--- config.mk ---
export PLATFORM = sky130hd
export DESIGN_NAME = lsuBusIf
export DESIGN_NICKNAME = d
export VERILOG_FILES = /design/src/rtl/ahbPkg.sv /design/src/rtl/lsuPkg.sv /design/src/rtl/busAddrGen.sv /design/src/rtl/busCacheFsm.sv /design/src/rtl/busCaptureBuf.sv /design/src/rtl/busWriteStage.sv /design/src/rtl/lsuBusIf.sv
export SDC_FILE = /design/constraint.sdc
export NUM_CORES = 1
export LEC_CHECK = 0
export BUFFER_PORTS_ARGS = -buffer_cell sky130_fd_sc_hd__buf_2
export CAP_MARGIN = 15
export CORE_AREA = 2 2 194 196
export CTS_CLUSTER_DIAMETER = 30
export DETAILED_ROUTE_END_ITERATION = 16
export DIE_AREA = 0 0 196 198
export REMOVE_ABC_BUFFERS = 1
export SKIP_CTS_REPAIR_TIMING = 1
export SLEW_MARGIN = 20
export SYNTH_ARGS = -nofsm -noshare
export SYNTH_HDL_FRONTEND = slang
export SYNTH_HIERARCHICAL = 1
export SYNTH_SLANG_ARGS = --single-unit
--- constraint.sdc ---
create_clock -name HCLK -period 7.5 [get_ports HCLK]
set_input_delay 0.75 -clock HCLK [delete_from_list [all_inputs] [get_ports HCLK]]
set_output_delay 0.75 -clock HCLK [all_outputs]
set_load 0.05 [all_outputs]
--- src/rtl/ahbPkg.sv ---
package ahbPkg;

  ////////////////////
  // Transfer types
  ////////////////////

  // HTRANS codes as driven on the bus
  typedef enum logic [1:0] {
    IDLE   = 2'b00,
    BUSY   = 2'b01,
    NONSEQ = 2'b10,
    SEQ    = 2'b11
  } htransT;

  ////////////////////
  // Burst types
  ////////////////////

  typedef logic [2:0] hburstT;

  // Only the incrementing bursts are used here
  localparam hburstT BURST_SINGLE = 3'b000;
  localparam hburstT BURST_INCR   = 3'b001;
  localparam hburstT BURST_INCR4  = 3'b011;
  localparam hburstT BURST_INCR8  = 3'b101;
  localparam hburstT BURST_INCR16 = 3'b111;

  // Bus address and data words
  typedef logic [31:0] ahbAddrT;
  typedef logic [31:0] ahbDataT;

endpackage

--- src/rtl/lsuPkg.sv ---
package lsuPkg;

  import ahbPkg::*;

  // Request code, bit 1 reads and bit 0 writes
  // All zero means no request pending
  typedef logic [1:0] memRwT;

  // Every transfer is one full bus word
  localparam int BYTES_PER_WORD = 4;

  // Byte offset inside one word
  typedef logic [$clog2(BYTES_PER_WORD)-1:0] wordOffT;

  ////////////////////
  // Burst selection
  ////////////////////

  // Fixed-length burst where AHB has one, open INCR otherwise
  function automatic hburstT burstFor(input int wordsPerLine);
    hburstT burst;
    case (wordsPerLine)
      4:       burst = BURST_INCR4;
      8:       burst = BURST_INCR8;
      16:      burst = BURST_INCR16;
      default: burst = BURST_INCR;
    endcase
    return burst;
  endfunction

endpackage

--- src/rtl/busAddrGen.sv ---
`timescale 1ns/1ps

module busAddrGen
  import ahbPkg::*;
  import lsuPkg::*;
#(
  parameter int WordsPerLine = 4,
  localparam int WordIdxW = $clog2(WordsPerLine)
) (
  input  ahbAddrT             uncachedAdr,
  input  ahbAddrT             lineAdr,
  input  logic                selUncachedAdr,
  input  logic [WordIdxW-1:0] wordCount,
  output ahbAddrT             HADDR
);

  // Byte offset bits of one word
  localparam int WordOffW = $bits(wordOffT);
  // Low address bits covered by one line
  localparam ahbAddrT LineMask = ahbAddrT'(WordsPerLine * BYTES_PER_WORD - 1);

  ahbAddrT wordAdr;
  ahbAddrT lineBase;
  ahbAddrT beatOffset;
  ahbAddrT beatAdr;

  ////////////////////
  // Uncached path
  ////////////////////

  // Full-word transfers only
  assign wordAdr = {uncachedAdr[31:WordOffW], wordOffT'(0)};

  ////////////////////
  // Line path
  ////////////////////

  // Start of the line regardless of where the cache pointed
  assign lineBase = lineAdr & ~LineMask;

  // Byte offset of the beat now in its address phase
  assign beatOffset = ahbAddrT'(wordCount) * BYTES_PER_WORD;

  assign beatAdr = lineBase + beatOffset;

  assign HADDR = selUncachedAdr ? wordAdr : beatAdr;

endmodule

--- src/rtl/busCacheFsm.sv ---
`timescale 1ns/1ps

module busCacheFsm
  import ahbPkg::*;
  import lsuPkg::*;
#(
  parameter int WordsPerLine = 4,
  localparam int WordIdxW = $clog2(WordsPerLine)
) (
  input  logic                HCLK,
  input  logic                HRESETn,
  // Core side
  input  memRwT               rw,
  input  logic                cpuBusy,
  output logic                busStall,
  output logic                busCommitted,
  // Cache controller side
  input  memRwT               cacheRw,
  output logic                cacheBusAck,
  // Datapath controls
  output logic                captureEn,
  output logic                captureLine,
  output logic                selUncachedAdr,
  output logic                selBusWord,
  output logic [WordIdxW-1:0] wordCount,
  output logic [WordIdxW-1:0] wordCountDelayed,
  // AHB control
  input  logic                HREADY,
  output htransT              HTRANS,
  output logic                HWRITE,
  output hburstT              HBURST
);

  typedef enum logic [2:0] {
    READY,
    CAPTURE,
    DELAY,
    CPU_BUSY,
    LINE_ACCESS
  } busStateT;

  // Burst code for a whole line
  localparam hburstT LineBurst = burstFor(WordsPerLine);
  // Index of the final beat of a line
  localparam logic [WordIdxW-1:0] LastBeat = WordIdxW'(WordsPerLine - 1);

  busStateT state;
  busStateT nextState;

  logic cpuReq;
  logic lineReq;
  logic lineStart;
  logic lastBeat;
  logic cntEn;
  logic cntClr;

  assign cpuReq  = |rw;
  assign lineReq = |cacheRw;

  // Core request wins over a pending line request
  assign lineStart = (state == READY) && !cpuReq && lineReq;

  // Data phase of the final beat is on the bus
  assign lastBeat = (wordCountDelayed == LastBeat);

  ////////////////////
  // State register
  ////////////////////

  always_ff @(posedge HCLK) begin
    if (!HRESETn) begin
      state <= READY;
    end else begin
      state <= nextState;
    end
  end

  always_comb begin
    nextState = state;
    case (state)
      READY: begin
        // Address phase goes out only while the bus is ready
        if (HREADY && cpuReq) begin
          nextState = CAPTURE;
        end else if (HREADY && lineReq) begin
          nextState = LINE_ACCESS;
        end
      end
      // Single data phase of an uncached word
      CAPTURE: if (HREADY) nextState = DELAY;
      // busStall is already low here
      DELAY: nextState = cpuBusy ? CPU_BUSY : READY;
      CPU_BUSY: if (!cpuBusy) nextState = READY;
      LINE_ACCESS: if (HREADY && lastBeat) nextState = READY;
      default: nextState = READY;
    endcase
  end

  ////////////////////
  // Beat counters
  ////////////////////

  // Advance on each accepted address phase of a line
  assign cntEn  = HREADY && (lineStart || state == LINE_ACCESS);
  assign cntClr = (nextState == READY);

  // wordCount drives the address phase, the delayed copy the data phase
  always_ff @(posedge HCLK) begin
    if (!HRESETn || cntClr) begin
      wordCount        <= '0;
      wordCountDelayed <= '0;
    end else if (cntEn) begin
      wordCount        <= wordCount + 1'b1;
      wordCountDelayed <= wordCount;
    end
  end

  ////////////////////
  // Core and cache status
  ////////////////////

  assign busStall = (state == READY && (cpuReq || lineReq)) ||
                    (state == CAPTURE) ||
                    (state == LINE_ACCESS);

  assign busCommitted = (state != READY);

  // One pulse on the edge that ends the last data phase
  assign cacheBusAck = (state == LINE_ACCESS) && HREADY && lastBeat;

  ////////////////////
  // Datapath selects
  ////////////////////

  // Read data phases only
  assign captureEn = HREADY && ((state == CAPTURE && rw[1]) ||
                                (state == LINE_ACCESS && cacheRw[1]));
  assign captureLine = (state == LINE_ACCESS);

  // Core address held until the uncached access retires
  assign selUncachedAdr = (state == READY && cpuReq) ||
                          (state == CAPTURE) ||
                          (state == DELAY) ||
                          (state == CPU_BUSY);

  // High picks the line word, low the core's store word
  assign selBusWord = lineStart || (state == LINE_ACCESS);

  ////////////////////
  // AHB control
  ////////////////////

  always_comb begin
    HTRANS = IDLE;
    if (state == READY && HREADY && (cpuReq || lineReq)) begin
      HTRANS = NONSEQ;
    end else if (state == LINE_ACCESS && wordCount != '0) begin
      // Counter wraps to zero once every beat has been issued
      HTRANS = SEQ;
    end
  end

  always_comb begin
    HWRITE = 1'b0;
    if (state == READY) begin
      HWRITE = cpuReq ? rw[0] : (lineReq && cacheRw[0]);
    end else if (state == LINE_ACCESS) begin
      HWRITE = cacheRw[0];
    end
  end

  // Uncached words always go out as SINGLE
  assign HBURST = (lineStart || state == LINE_ACCESS) ? LineBurst : BURST_SINGLE;

endmodule

--- src/rtl/busCaptureBuf.sv ---
`timescale 1ns/1ps

module busCaptureBuf
  import ahbPkg::*;
#(
  parameter int WordsPerLine = 4,
  localparam int WordIdxW = $clog2(WordsPerLine)
) (
  input  logic                        HCLK,
  input  logic                        HRESETn,
  input  logic                        captureEn,
  input  logic                        captureLine,
  input  logic [WordIdxW-1:0]         wordCountDelayed,
  input  ahbDataT                     HRDATA,
  output ahbDataT [WordsPerLine-1:0]  fetchedLine,
  output ahbDataT                     readData
);

  logic lineWrEn;
  logic wordWrEn;

  // Split the single capture strobe by access kind
  assign lineWrEn = captureEn && captureLine;
  assign wordWrEn = captureEn && !captureLine;

  ////////////////////
  // Line buffer
  ////////////////////

  // One slot per beat, indexed by the data phase counter
  always_ff @(posedge HCLK) begin
    if (lineWrEn) begin
      fetchedLine[wordCountDelayed] <= HRDATA;
    end
  end

  ////////////////////
  // Uncached word
  ////////////////////

  // Holds until the next uncached read
  // keeps the core's operand steady while it is frozen
  always_ff @(posedge HCLK) begin
    if (!HRESETn) begin
      readData <= '0;
    end else if (wordWrEn) begin
      readData <= HRDATA;
    end
  end

endmodule

--- src/rtl/busWriteStage.sv ---
`timescale 1ns/1ps

module busWriteStage
  import ahbPkg::*;
#(
  parameter int WordsPerLine = 4,
  localparam int WordIdxW = $clog2(WordsPerLine)
) (
  input  logic                        HCLK,
  input  logic                        HRESETn,
  input  logic                        HREADY,
  input  logic                        selBusWord,
  input  ahbDataT                     storeData,
  input  ahbDataT [WordsPerLine-1:0]  lineWriteData,
  input  logic [WordIdxW-1:0]         wordCount,
  output ahbDataT                     HWDATA
);

  ahbDataT lineWord;
  ahbDataT nextWord;

  ////////////////////
  // Word select
  ////////////////////

  // Line word for the beat in its address phase
  assign lineWord = lineWriteData[wordCount];

  assign nextWord = selBusWord ? lineWord : storeData;

  ////////////////////
  // Data phase register
  ////////////////////

  // Loads on the edge that accepts the address phase
  // so the word appears one cycle later with its data phase
  always_ff @(posedge HCLK) begin
    if (!HRESETn) begin
      HWDATA <= '0;
    end else if (HREADY) begin
      HWDATA <= nextWord;
    end
    // Wait states keep the current word on the bus
  end

endmodule

--- src/rtl/lsuBusIf.sv ---
`timescale 1ns/1ps

module lsuBusIf
  import ahbPkg::*;
  import lsuPkg::*;
#(
  parameter int WordsPerLine = 4
) (
  input  logic                        HCLK,
  input  logic                        HRESETn,
  // Core memory stage
  input  memRwT                       rw,
  input  logic                        cpuBusy,
  input  ahbAddrT                     uncachedAdr,
  input  ahbDataT                     storeData,
  output ahbDataT                     readData,
  output logic                        busStall,
  output logic                        busCommitted,
  // Cache controller
  input  memRwT                       cacheRw,
  input  ahbAddrT                     lineAdr,
  input  ahbDataT [WordsPerLine-1:0]  lineWriteData,
  output ahbDataT [WordsPerLine-1:0]  fetchedLine,
  output logic                        cacheBusAck,
  // AHB-Lite master port
  input  logic                        HREADY,
  input  ahbDataT                     HRDATA,
  output ahbAddrT                     HADDR,
  output htransT                      HTRANS,
  output logic                        HWRITE,
  output hburstT                      HBURST,
  output ahbDataT                     HWDATA
);

  localparam int WordIdxW = $clog2(WordsPerLine);

  // Address phase and data phase beat indices
  logic [WordIdxW-1:0] wordCount;
  logic [WordIdxW-1:0] wordCountDelayed;

  logic selUncachedAdr;
  logic selBusWord;
  logic captureEn;
  logic captureLine;

  ////////////////////
  // Control
  ////////////////////

  busCacheFsm #(
    .WordsPerLine(WordsPerLine)
  ) i_fsm (
    .HCLK             (HCLK),
    .HRESETn          (HRESETn),
    .rw               (rw),
    .cpuBusy          (cpuBusy),
    .busStall         (busStall),
    .busCommitted     (busCommitted),
    .cacheRw          (cacheRw),
    .cacheBusAck      (cacheBusAck),
    .captureEn        (captureEn),
    .captureLine      (captureLine),
    .selUncachedAdr   (selUncachedAdr),
    .selBusWord       (selBusWord),
    .wordCount        (wordCount),
    .wordCountDelayed (wordCountDelayed),
    .HREADY           (HREADY),
    .HTRANS           (HTRANS),
    .HWRITE           (HWRITE),
    .HBURST           (HBURST)
  );

  ////////////////////
  // Datapath
  ////////////////////

  busAddrGen #(
    .WordsPerLine(WordsPerLine)
  ) i_addrGen (
    .uncachedAdr    (uncachedAdr),
    .lineAdr        (lineAdr),
    .selUncachedAdr (selUncachedAdr),
    .wordCount      (wordCount),
    .HADDR          (HADDR)
  );

  busWriteStage #(
    .WordsPerLine(WordsPerLine)
  ) i_writeStage (
    .HCLK          (HCLK),
    .HRESETn       (HRESETn),
    .HREADY        (HREADY),
    .selBusWord    (selBusWord),
    .storeData     (storeData),
    .lineWriteData (lineWriteData),
    .wordCount     (wordCount),
    .HWDATA        (HWDATA)
  );

  // Read side uses the data phase index
  busCaptureBuf #(
    .WordsPerLine(WordsPerLine)
  ) i_captureBuf (
    .HCLK             (HCLK),
    .HRESETn          (HRESETn),
    .captureEn        (captureEn),
    .captureLine      (captureLine),
    .wordCountDelayed (wordCountDelayed),
    .HRDATA           (HRDATA),
    .fetchedLine      (fetchedLine),
    .readData         (readData)
  );

endmodule

After elaboration in Yosys (flattened, before gate mapping)

Index checks and enable logic that the tools add are counted.

$add $sub $neg: 2
Order comparisons: 3
Eq/ne operators: 5
Muxes and demuxes: 20
Reduce and logical (&&, ||, !) cells: 38

Operator list:

| cell                                                                          | number |
|---|---|
| 128-bit bitwise mux                                                           | 1 |
| 32-bit two-way mux                                                            | 4 |
| 32-bit binary-select mux with 2-bit select                                    | 1 |
| 32-bit demux with 2-bit select                                                | 1 |
| 32-bit by 4-bit adder with 32-bit output                                      | 1 |
| 1-bit logical AND                                                             | 20 |
| 3-bit two-way mux                                                             | 5 |
| 3-bit one-hot mux with 5 select lines                                         | 1 |
| 1-bit logical OR                                                              | 9 |
| 2-bit two-way mux                                                             | 4 |
| 3-bit by 2-bit equality test with 1-bit output (second input constant)        | 2 |
| 3-bit logical NOT                                                             | 2 |
| 2-bit by 3-bit less-than comparator with 1-bit output (second input constant) | 2 |
| 2-bit OR reduction                                                            | 2 |
| 3-bit by 1-bit equality test with 1-bit output (second input constant)        | 1 |
| 3-bit equality test (second input constant)                                   | 1 |
| 1-bit logical NOT                                                             | 3 |
| 1-bit two-way mux                                                             | 3 |
| 3-bit nonzero test                                                            | 1 |
| 2-bit by 1-bit adder with 2-bit output (second input constant)                | 1 |
| 2-bit equality test (second input constant)                                   | 1 |
| 2-bit by 1-bit >= comparator with 1-bit output (second input constant)        | 1 |
| 2-bit nonzero test                                                            | 1 |

Bits in registers: 199
Input bits: 264
Output and inout bits: 233
Logic and storage cells: 77

Longest topological paths before layout

Gate-level depths: netlist of run 1.

Word-level depth: 7
Gate-level depth with buffers: 9
Mapped depth without buffers: 6

Modules after synthesis

Netlist of run 1, hierarchy kept.

Modules (own cells, without submodules):

| module        | instances | cells an instance | area an instance (sq um) | seq. area each (sq um) |
|---|---|---|---|---|
| busCaptureBuf | 1         | 275               | 5195.0                   | 4484.3 |
| busWriteStage | 1         | 222               | 2258.4                   | 640.6 |
| busCacheFsm   | 1         | 70                | 545.5                    | 140.1 |
| busAddrGen    | 1         | 36                | 503.0                    | 0.0 |

Worst setup path after synthesis of run 1

Ideal clock, no wire load.

Kind: input to register
Start: input port cacheRw[1]
End: register i_captureBuf/fetchedLine[32] (netlist name) (enable)
Arrival time: 3344 ps
Data required time: 7039 ps
Setup slack: 3695 ps
Cell stages on the path: 6
Cell sequence: nand2_1 nor2_1 a31oi_1 nor2_1 nand2_1 nor3_1

Longest elaborated chain between the ends: 4

RTL lines:

| item                          | line                | source |
|---|---|---|
| start, declared               | lsuBusIf.sv:20      | `input memRwT cacheRw,` |
| 1-bit logical AND             | busCacheFsm.sv:137  | `(state == LINE_ACCESS && cacheRw[1]));` |
| 1-bit logical OR              | busCacheFsm.sv:136  | `assign captureEn = HREADY && ((state == CAPTURE && rw[1]) \|\|` |
| 1-bit logical AND             | busCacheFsm.sv:136  |  |
| named net captureEn           | lsuBusIf.sv:43      | `logic captureEn;` |
| 1-bit logical AND             | busCaptureBuf.sv:23 | `assign lineWrEn = captureEn && captureLine;` |
| end signal, assigned by index | busCaptureBuf.sv:33 | `fetchedLine[wordCountDelayed] <= HRDATA;` |
| end, declared                 | busCaptureBuf.sv:15 | `output ahbDataT [WordsPerLine-1:0] fetchedLine,` |

The timed path passes the listed nets, and every way through them passes these cells.
A chain may end at the register's enable or synchronous reset.

Final worst setup path of run 1

Start: register i_fsm.state[0]
End: output port HADDR[16]

Longest elaborated chain between the ends: 6

RTL lines:

| item                     | line               | source |
|---|---|---|
| start, declared          | busCacheFsm.sv:47  | `busStateT state;` |
| start signal, assigned   | busCacheFsm.sv:74  | `state <= nextState;` |
| 3-bit logical NOT        | busCacheFsm.sv:141 | `assign selUncachedAdr = (state == READY && cpuReq) \|\|` |
| 1-bit logical AND        | busCacheFsm.sv:141 |  |
| 1-bit logical OR         | busCacheFsm.sv:141 |  |
| 1-bit logical OR         | busCacheFsm.sv:142 | `(state == CAPTURE) \|\|` |
| 1-bit logical OR (*)     | busCacheFsm.sv:143 | `(state == DELAY) \|\|` |
| named net selUncachedAdr | lsuBusIf.sv:41     | `logic selUncachedAdr;` |
| 32-bit two-way mux (*)   | busAddrGen.sv:46   | `assign HADDR = selUncachedAdr ? wordAdr : beatAdr;` |
| end, declared            | lsuBusIf.sv:28     | `output ahbAddrT HADDR,` |

Mark *: on every way through the listed nets, which the timed path passes. The rest lies on a longest branch.

==> impl_metrics.py, run 1 <==
metrics = {
    "pwr": {
        "p_int_uw": 1790,
        "power_density_mw_per_mm2": 213,
        "comb_power_share_pct": 17.3,
        "power.leakage_uw": 0.00516,
        "p_sw_uw": 752,
        "vdd_drop_max_mv": 0.142,
        "power_frac_seq_pct": 47.0,
        "switching_share_pct": 29.5,
        "power.share.clock_pct": 35.7,
        "totalPowerFinal_uw": 2550,
    },
    "clock_tree": {
        "cts.root.buffer_cell": "clkbuf_16",
        "cts.clk_slew.worst_paths_ps": 80,
        "clock-sinks": 199,
        "htreeDepth": 4,
        "clock_path_buffers": 2,
        "cts_buffers": 17,
        "cts_tree": "yes",
        "clkLatencyLatePin_ps": 450,
    },
    "placed_design": {
        "io_buffers": 487,
        "gp_congestion": 0.821,
        "dp.cells": 1527,
        "dp_slack_ps": 4260,
        "dp_hpwl_mm": 20.1,
    },
    "worst_setup_path": {
        "crit_path_top_delay_cell": "dfxtp_1",
        "required_ps": 6750,
        "slowest_delay_ps": 550,
        "cp.arrival_ps": 2380,
        "path_cells": "nor2_2 > a21oi_4 > buf_4 > mux2_4 > buf_2",
        "critical_path_peak_fanout": 30,
        "path_delay_family": "buffers and inverters",
        "path_class": "flop to output pin",
        "path_buf_inv": 2,
        "end_kind": "output pin",
        "cp-start-kind": "flop",
    },
    "synth": {
        "ys_ff_latch": 199,
        "ys_seq_area_share_pct": 61.9,
        "synthCells": 603,
        "synth.most_common_cell": "edfxtp_1",
        "ys.flop_type": "edfxtp_1",
        "synth_top_area_share_pct": 45.2,
        "yosys-top-cells-count": "128 x edfxtp_1, 74 x nand2_1, 71 x dfxtp_1, 58 x mux2_4",
        "ys_types": 41,
        "synth_top_cell_by_area": "edfxtp_1",
        "synth_edf_count": 128,
        "syn_area_mm2": 0.00850,
        "async_flop_share_pct": 0,
        "yosysWarnings": 6,
        "synthTopCellsByArea": "edfxtp_1 45%, dfxtp_1 17%, mux2_4 10%",
        "synth_area_per_cell_um2": 14.1,
    },
    "grt": {
        "grt_pass1_wl_mm": 38.1,
        "grt_start_max_net_pins": 72,
        "antenna_found_initial": 7,
        "grt_overflow": 0,
        "grt_pass1_vias": 6448,
        "grt_util_all_layers_pct": 13.2,
    },
    "die": {
        "initial_core_util_pct": 23.0,
        "die-area_mm2": 0.0388,
        "pin_count": 497,
        "die_w_um": 196,
        "die-height_um": 198,
        "row_count": 71,
        "core_mm2": 0.0370,
    },
    "timing": {
        "worst_slew_margin_rel_pct": 28.9,
        "min_period_ps": 3130,
        "max_freq_mhz": 320,
        "finalWorstSetupSlack_ps": 4370,
        "drv_slew": 0,
        "hold_viol_final": 0,
        "rsz0062_at_grt": "false",
        "setup_tns_ps": 0,
        "fin_skew_ps": 8.13,
        "worstMarginPinSlew_ps": 1060,
        "fin_crit_sh_pct": 41.7,
        "setup_viol_count_final": 0,
    },
    "finish": {
        "final_util_pct": 32.3,
        "synthToLayoutAreaGrowth_pct": 40.4,
        "final_cell_count_no_fill": 1563,
        "drive_gt1_share_pct": 59.3,
        "fillCellCount": 3761,
        "nets": 1337,
    },
    "routing": {
        "avgRoutedWirePerCell_um": 17.2,
        "vias": 6800,
        "drc": 0,
        "vias_per_cell": 4.35,
        "drt_pass1_iterations": 7,
        "drt_iter0_drc": 373,
        "ant_nets": 0,
        "wl_mm": 26.9,
    },
    "min_path": {
        "hold_path.class": "flop to flop",
    },
    "status": {
        "status": "finished clean",
    },
    "run": {
        "max_cap_violations": 0,
    },
}
## path summary, 6_finish.rpt
kind,slack [ps],cells past startpoint,to,from
setup / recovery,4370,5,HADDR[16],i_fsm/state[0]$_SDFF_PN0_
hold / removal,460,2,i_captureBuf/readData[24]$_SDFFE_PN0P_,i_captureBuf/readData[24]$_SDFFE_PN0P_
setup reg to reg,4550,5,i_writeStage/HWDATA[8]$_SDFFE_PN0P_,i_fsm/state[0]$_SDFF_PN0_
hold reg to reg,460,2,i_captureBuf/readData[24]$_SDFFE_PN0P_,i_captureBuf/readData[24]$_SDFFE_PN0P_
## worst register-to-register path, stage by stage, from the launching register on
cell and delay [ps]:
dfxtp_1 420, nor2_2 360, o21a_1 290, clkinv_1 850, a222oi_1 760, a21oi_1 120
## per-layer routing
layer | GRT usage, % | part of all wire [%] | vias to the layer above
li1 | - | - | 3216
met1 | 15.5 | 42 | 3169
met2 | 22.2 | 48 | 387
met3 | 4.26 | 8.2 | 26
met4 | 5.47 | 1.7 | 2
met5 | 0 | 0.063 | -
## flip-flops by register name, indices dropped and copies added, names as in the netlist
register                  count
i_fsm/wordCount               2
i_fsm/state                   3
i_writeStage/HWDATA          32
i_fsm/wordCountDelayed        2
i_captureBuf/fetchedLine    128
i_captureBuf/readData        32
## power by group through the flow
stage / sequential, uW / clock (uW) / combinational (uW)
floorplan: 1290 / 0 / 217
global placement: 1220 / 0 / 438
detailed placement: 1220 / 0 / 441
CTS: 1200 / 941 / 443
global route: 1200 / 974 / 467
finish: 1200 / 908 / 441
## per-stage QoR
stage	hold WS, ps	instance area, um^2
global route	478	11900
global placement	440	11300
CTS	457	11900
floorplan	540	8170
detailed placement	446	11300
finish	456	11900
## cells in the final DEF, fill, tap and decap left out, types with 2 or more instances in the layout
cell / n
a21oi_1: 35
a222oi_1: 32
buf_2: 486
buf_4: 11
clkbuf_16: 17
clkinv_2: 2
clkinv_8: 4
clkinvlp_4: 2
conb_1: 3
dfxtp_1: 70
diode_2: 4
edfxtp_1: 128
inv_1: 5
inv_6: 2
inv_8: 4
mux2_2: 36
mux2_4: 58
mux2i_1: 36
nand2_1: 74
nor2_1: 6
nor2_2: 2
nor2_4: 2
nor3_1: 5
nor3_2: 5
o21ai_0: 35
## final cells by class
class	count	area [um^2]	share of cell area (%)
clock inverters	15	161	1.35
clock buffers	17	425	3.56
multi-input cells	349	2920	24.4
well taps	474	593	4.97
diodes	4	10.0	0.0839
repair buffers	498	2530	21.2
flip-flops and latches	199	5270	44.1
inverters	7	26.3	0.220
## logic make-up (layout without fill, tap and decap cells)
group                    after synthesis  after routing  synth area share [%]
AO/OA/AOI/OAI                        111            111                  8.70
other                                  2              7                0.0883
multiplexers                         130            130                  19.2
adder cells (fa/ha/maj)                1              1                 0.147
XOR/XNOR                               1              1                 0.103
flip-flops                           199            199                  61.9
AND/OR/NAND/NOR                      103            103                  5.52
buffers and inverters                 56            537                  4.27
Note: power is estimated with default switching activity, not from simulation.
==> inputs of run 2 (changes only) <==
==> constraint.sdc (replaced) <==
create_clock -name HCLK -period 2.59 [get_ports HCLK]
set_input_delay 0.259 -clock HCLK [delete_from_list [all_inputs] [get_ports HCLK]]
set_output_delay 0.259 -clock HCLK [all_outputs]
set_load 0.05 [all_outputs]
==> run 2 against run 1 <==
Sequential cell count unchanged. Largest power group unchanged. Critical path depth unchanged. Final cell count up 0.26%. Non-clock buffer count up 7. Via count up 0.34%. Die area unchanged.
==> impl_metrics.py, run 2 (synthesized netlist as in run 1, its figures left out) <==
metrics = {
    "clock_tree": {
        "cts.clk_slew.worst_paths_ps": 80,
        "cts_tree": "yes",
        "cts_buffers": 17,
        "htreeDepth": 4,
        "cts.root.buffer_cell": "clkbuf_16",
        "clock-sinks": 199,
        "clock_path_buffers": 2,
        "clkLatencyLatePin_ps": 450,
    },
    "worst_setup_path": {
        "path_delay_family": "flip-flops",
        "cp-start-kind": "flop",
        "path_class": "flop to output pin",
        "crit_path_top_delay_cell": "dfxtp_1",
        "critical_path_peak_fanout": 30,
        "end_kind": "output pin",
        "path_cells": "nor2_2 > a21oi_4 > buf_12 > mux2_4 > buf_2",
        "rr_endpoint": "i_writeStage/HWDATA[30]$_SDFFE_PN0P_",
        "required_ps": 2330,
        "slowest_delay_ps": 490,
        "rrSetupSlack_ps": 610,
        "path_buf_inv": 2,
        "r2r-start": "i_fsm/state[1]$_SDFF_PN0_",
        "cp.arrival_ps": 2080,
        "reg2reg_depth": 6,
    },
    "timing": {
        "drv_slew": 0,
        "worst_slew_margin_rel_pct": 63.4,
        "min_period_ps": 2340,
        "rsz0062_at_grt": "false",
        "fin_crit_sh_pct": 90.4,
        "hold_viol_final": 0,
        "setup_tns_ps": 0,
        "max_freq_mhz": 427,
        "worstMarginPinSlew_ps": 549,
        "fin_skew_ps": 11.1,
        "setup_viol_count_final": 0,
    },
    "finish": {
        "top_regs": "i_captureBuf/fetchedLine x128, i_captureBuf/readData x32, i_writeStage/HWDATA x32",
        "final_util_pct": 32.8,
        "nets": 1344,
        "largest_register_ffs": 128,
        "final_cell_mix": "486 x buf_2, 128 x edfxtp_1, 74 x nand2_1",
        "top_register": "i_captureBuf/fetchedLine",
        "layout_commonest_cell": "buf_2",
        "drive_gt1_share_pct": 59.5,
        "synthToLayoutAreaGrowth_pct": 42.6,
    },
    "die": {
        "die_w_um": 196,
        "initial_core_util_pct": 23.0,
        "die-area_mm2": 0.0388,
        "die-height_um": 198,
        "row_count": 71,
        "core_mm2": 0.0370,
        "pin_count": 497,
    },
    "grt": {
        "antenna_found_initial": 3,
        "grt_pass1_wl_mm": 39.2,
        "grt_pass1_vias": 6683,
        "grt_start_max_net_pins": 63,
        "grt_overflow": 0,
        "grt_util_all_layers_pct": 13.4,
    },
    "min_path": {
        "whs_path_depth": 1,
        "hold_path.class": "primary input to flop",
        "worst_hold_path.endpoint": "i_captureBuf/fetchedLine[73]$_DFFE_PP_",
        "hold_start": "HRDATA[9]",
    },
    "placed_design": {
        "gp_congestion": 0.813,
        "io_buffers": 487,
        "dp_hpwl_mm": 20.2,
    },
    "pwr": {
        "vdd_drop_max_mv": 0.431,
        "comb_power_share_pct": 17.3,
        "p_sw_uw": 2210,
        "p_int_uw": 5320,
        "switching_share_pct": 29.3,
        "power.share.clock_pct": 36.7,
        "power.leakage_uw": 0.00525,
        "power_density_mw_per_mm2": 622,
        "power_frac_seq_pct": 45.9,
    },
    "routing": {
        "vias": 6823,
        "wl_mm": 27.0,
        "ant_nets": 0,
        "drc": 0,
        "avgRoutedWirePerCell_um": 17.3,
        "routed-wl-met2_mm": 13.3,
        "drt_pass1_iterations": 9,
        "wl_met3_mm": 1.98,
        "top_layer": "met4",
        "drt_iter0_drc": 380,
        "routedLengthMet1_mm": 11.3,
        "vias_per_cell": 4.35,
    },
    "run": {
        "max_cap_violations": 0,
    },
    "status": {
        "status": "finished clean",
    },
}
[run 2: metal layers]
metal	global-route usage, %	vias up
li1	-	3220
met1	15.7	3203
met2	23.6	369
met3	3.80	31
met4	4.57	0
met5	0	-
[run 2: through the flow]
step	cell area [um^2]	total power [uW]	std cells	hold slack [ps]	setup WS [ps]
finish	12100	7540	1567	40.5	249
floorplan	8170	4360	555	348	-1330
CTS	12100	7640	1566	4.08	229
global route	12100	7840	1567	15.0	170
detailed placement	11500	4840	1534	446	651
global placement	11500	4830	1534	440	653
[run 2: cell type report]
class	count	area (um^2)
flip-flops and latches	199	5270
clock inverters	15	204
fillers	3704	24800
repair buffers	505	2690
diodes	1	2.50
multi-input cells	349	2920
well taps	474	593
inverters	7	26.3
clock buffers	17	425
[run 2: worst max path at each step]
| stage | to | cells past startpoint | startpoint |
|---|---|---|---|
| 5_1_grt | HADDR[16] | 5 | i_fsm/state[1]$_SDFF_PN0_ |
| 3_5_place_dp | i_captureBuf/fetchedLine[22]$_DFFE_PP_ | 6 | i_fsm/state[1]$_SDFF_PN0_ |
| 4_1_cts | HTRANS[1] | 5 | i_fsm/wordCount[0]$_SDFFE_PP0P_ |
| 3_3_place_gp | i_captureBuf/fetchedLine[22]$_DFFE_PP_ | 7 | i_fsm/state[2]$_SDFF_PN0_ |
| 6_report | HADDR[16] | 5 | i_fsm/state[1]$_SDFF_PN0_ |
| 2_1_floorplan | HTRANS[1] | 4 | i_fsm/wordCount[0]$_SDFFE_PP0P_ |
[run 2: power by group through the flow]
stage	clock (uW)	combinational [uW]	sequential [uW]
4_1_cts	2870	1310	3460
3_5_place_dp	0	1310	3530
3_3_place_gp	0	1300	3530
6_report	2770	1300	3460
5_1_grt	2980	1380	3470
2_1_floorplan	0	630	3730
==> inputs of run 3 (changes only) <==
--- a/config.mk
+++ b/config.mk
@@ -11,6 +11,7 @@
 export CTS_CLUSTER_DIAMETER = 30
 export DETAILED_ROUTE_END_ITERATION = 16
 export DIE_AREA = 0 0 196 198
+export GPL_TIMING_DRIVEN = 0
 export REMOVE_ABC_BUFFERS = 1
 export SKIP_CTS_REPAIR_TIMING = 1
 export SLEW_MARGIN = 20
==> run 3 against run 2 <==
Highest routed layer unchanged. Fmax shrank 5.0%. Non-clock buffer count is 4 higher. Clock power barely moved. Via count hardly changed. Core utilization up 0.19 points. Sequential cell count unchanged. Global-route usage decreased by 0.095 points. Cell area increased by 0.57%. Clock skew grew 1.7 ps. Largest cell class unchanged. Count of clock-buffer cells in the layout did not move.
==> impl_metrics.py, run 3 (synthesized netlist as in run 1, its figures left out) <==
metrics = {
    "worst_setup_path": {
        "cp.arrival_ps": 2620,
        "path_class": "flop to flop",
        "path_delay_family": "buffers and inverters",
        "rr_endpoint": "i_captureBuf/fetchedLine[10]$_DFFE_PP_",
        "path_buf_inv": 4,
        "crit_path_top_delay_cell": "dfxtp_4",
        "end_kind": "flop",
        "path_cells": "nand2_1 > nor2_1 > a31oi_1 > nor2_1 > nand2_1 > nor3_4 > buf_4 > buf_4 > buf_4 > buf_4",
        "required_ps": 2750,
        "crit_top_cell": "buf_4",
        "critical_path_peak_fanout": 15,
        "rrSetupSlack_ps": 130,
        "cp-start-kind": "flop",
        "r2r-start": "i_fsm/state[2]$_SDFF_PN0_",
        "reg2reg_depth": 10,
        "startpoint": "i_fsm/state[2]$_SDFF_PN0_",
        "slowest_delay_ps": 460,
    },
    "finish": {
        "top_register": "i_captureBuf/fetchedLine",
        "drive_gt1_share_pct": 60.1,
        "final_util_pct": 33.0,
        "fillCellCount": 3694,
        "final_cell_mix": "485 x buf_2, 128 x edfxtp_1, 74 x nand2_1",
        "synthToLayoutAreaGrowth_pct": 43.4,
        "top_regs": "i_captureBuf/fetchedLine x128, i_captureBuf/readData x32, i_writeStage/HWDATA x32",
        "nets": 1348,
        "largest_register_ffs": 128,
        "stdcell_area_mm2": 0.0122,
        "layout_commonest_cell": "buf_2",
    },
    "grt": {
        "grt_start_max_net_pins": 72,
        "grt_util_all_layers_pct": 13.3,
        "grt_overflow": 0,
        "grt_pass1_vias": 6526,
        "antenna_found_initial": 4,
        "grt_pass1_wl_mm": 38.6,
    },
    "min_path": {
        "worst_hold_path.endpoint": "i_captureBuf/fetchedLine[19]$_DFFE_PP_",
        "hold_path.class": "primary input to flop",
        "hold_start": "HRDATA[19]",
        "whs_path_depth": 1,
    },
    "placed_design": {
        "dp_hpwl_mm": 20.7,
        "place_area_mm2": 0.0115,
        "gp_congestion": 0.815,
        "io_buffers": 487,
    },
    "clock_tree": {
        "cts_buffers": 17,
        "clock-sinks": 199,
        "cts.root.buffer_cell": "clkbuf_16",
        "clock_path_buffers": 2,
        "htreeDepth": 4,
        "clkLatencyLatePin_ps": 460,
        "cts.clk_slew.worst_paths_ps": 80,
        "cts_tree": "yes",
    },
    "routing": {
        "wl_mm": 26.9,
        "ant_nets": 0,
        "drc": 0,
        "vias": 6817,
        "drt_pass1_iterations": 8,
        "vias_per_cell": 4.34,
        "drt_iter0_drc": 428,
        "avgRoutedWirePerCell_um": 17.1,
    },
    "die": {
        "pin_count": 497,
        "initial_core_util_pct": 23.0,
        "die_w_um": 196,
        "die-height_um": 198,
        "die-area_mm2": 0.0388,
        "core_mm2": 0.0370,
        "row_count": 71,
    },
    "pwr": {
        "power_density_mw_per_mm2": 617,
        "power.leakage_uw": 0.00527,
        "vdd_drop_max_mv": 0.431,
        "totalPowerFinal_uw": 7530,
    },
    "timing": {
        "drv_slew": 0,
        "setup_viol_count_final": 0,
        "fin_skew_ps": 12.8,
        "fin_crit_sh_pct": 95.1,
        "hold_viol_final": 0,
        "min_period_ps": 2460,
        "worstMarginPinSlew_ps": 795,
        "worst_slew_margin_rel_pct": 47.0,
        "max_freq_mhz": 406,
    },
    "status": {
        "status": "finished clean",
    },
    "run": {
        "max_cap_violations": 0,
    },
}
## run 3: changes by cell type in the layout (fill, tap and decap cells not counted), moves of 2 or more
cell	previous run	this run
inv_8	4	2
dfxtp_2	0	2
dfxtp_1	70	67
buf_12	9	3
buf_16	0	4
nor3_2	5	3
nor3_4	0	2
inv_6	1	3
buf_4	10	16
## run 3: worst max path at each step
stage / to / slack, ps / depth (start not counted)
after floorplan: HTRANS[1] / -1330 / 4
after global placement: i_captureBuf/fetchedLine[1]$_DFFE_PP_ / -3830 / 5
after detailed placement: i_captureBuf/fetchedLine[9]$_DFFE_PP_ / -960 / 9
after CTS: i_captureBuf/fetchedLine[9]$_DFFE_PP_ / -540 / 10
after global routing: i_captureBuf/fetchedLine[10]$_DFFE_PP_ / -20 / 10
final: i_captureBuf/fetchedLine[10]$_DFFE_PP_ / 130 / 10
## run 3: metrics by stage
step                TNS, ps  setup WS (ps)  hold WS [ps]  cells
global route          -80.0          -20.3          12.2   1572
CTS                  -12150           -538          4.82   1563
global placement    -482300          -3830           441   1516
floorplan           -134470          -1330           348    555
detailed placement   -47540           -959           444   1531
finish                    0            126          37.2   1572
## run 3: layer usage
layer  share of wire (%)  up-vias  GRT usage (%)
li1                    -     3234              -
met1                  42     3188           16.4
met2                  49      373           22.7
met3                 7.4       22           3.03
met4                 1.5        0           5.08
met5                   0        -              0
## run 3: cell type report
type	count	area (um^2)	share of cell area [%]
Sequential cell	199	5280	43.3
Multi-Input combinational cell	349	2940	24.1
Timing Repair Buffer	509	2730	22.4
Tap cell	474	593	4.86
Clock buffer	17	425	3.49
Clock inverter	15	199	1.63
Inverter	7	26.3	0.215
Antenna cell	2	5.00	0.0410
## run 3: power breakdown
group          leakage, uW  switching (uW)  total [uW]  internal, uW
Clock             0.000298            1420        2750          1330
Combinational      0.00324             808        1310           507
Sequential         0.00173            39.4        3460          3420
Total              0.00527            2270        7530          5260
## run 3: worst reg2reg max path: stages, from the launching register on
cell	delay, ps
dfxtp_4	460
nand2_1	70
nor2_1	80
a31oi_1	50
nor2_1	200
nand2_1	190
nor3_4	280
buf_4	220
buf_4	210
buf_4	210
buf_4	200
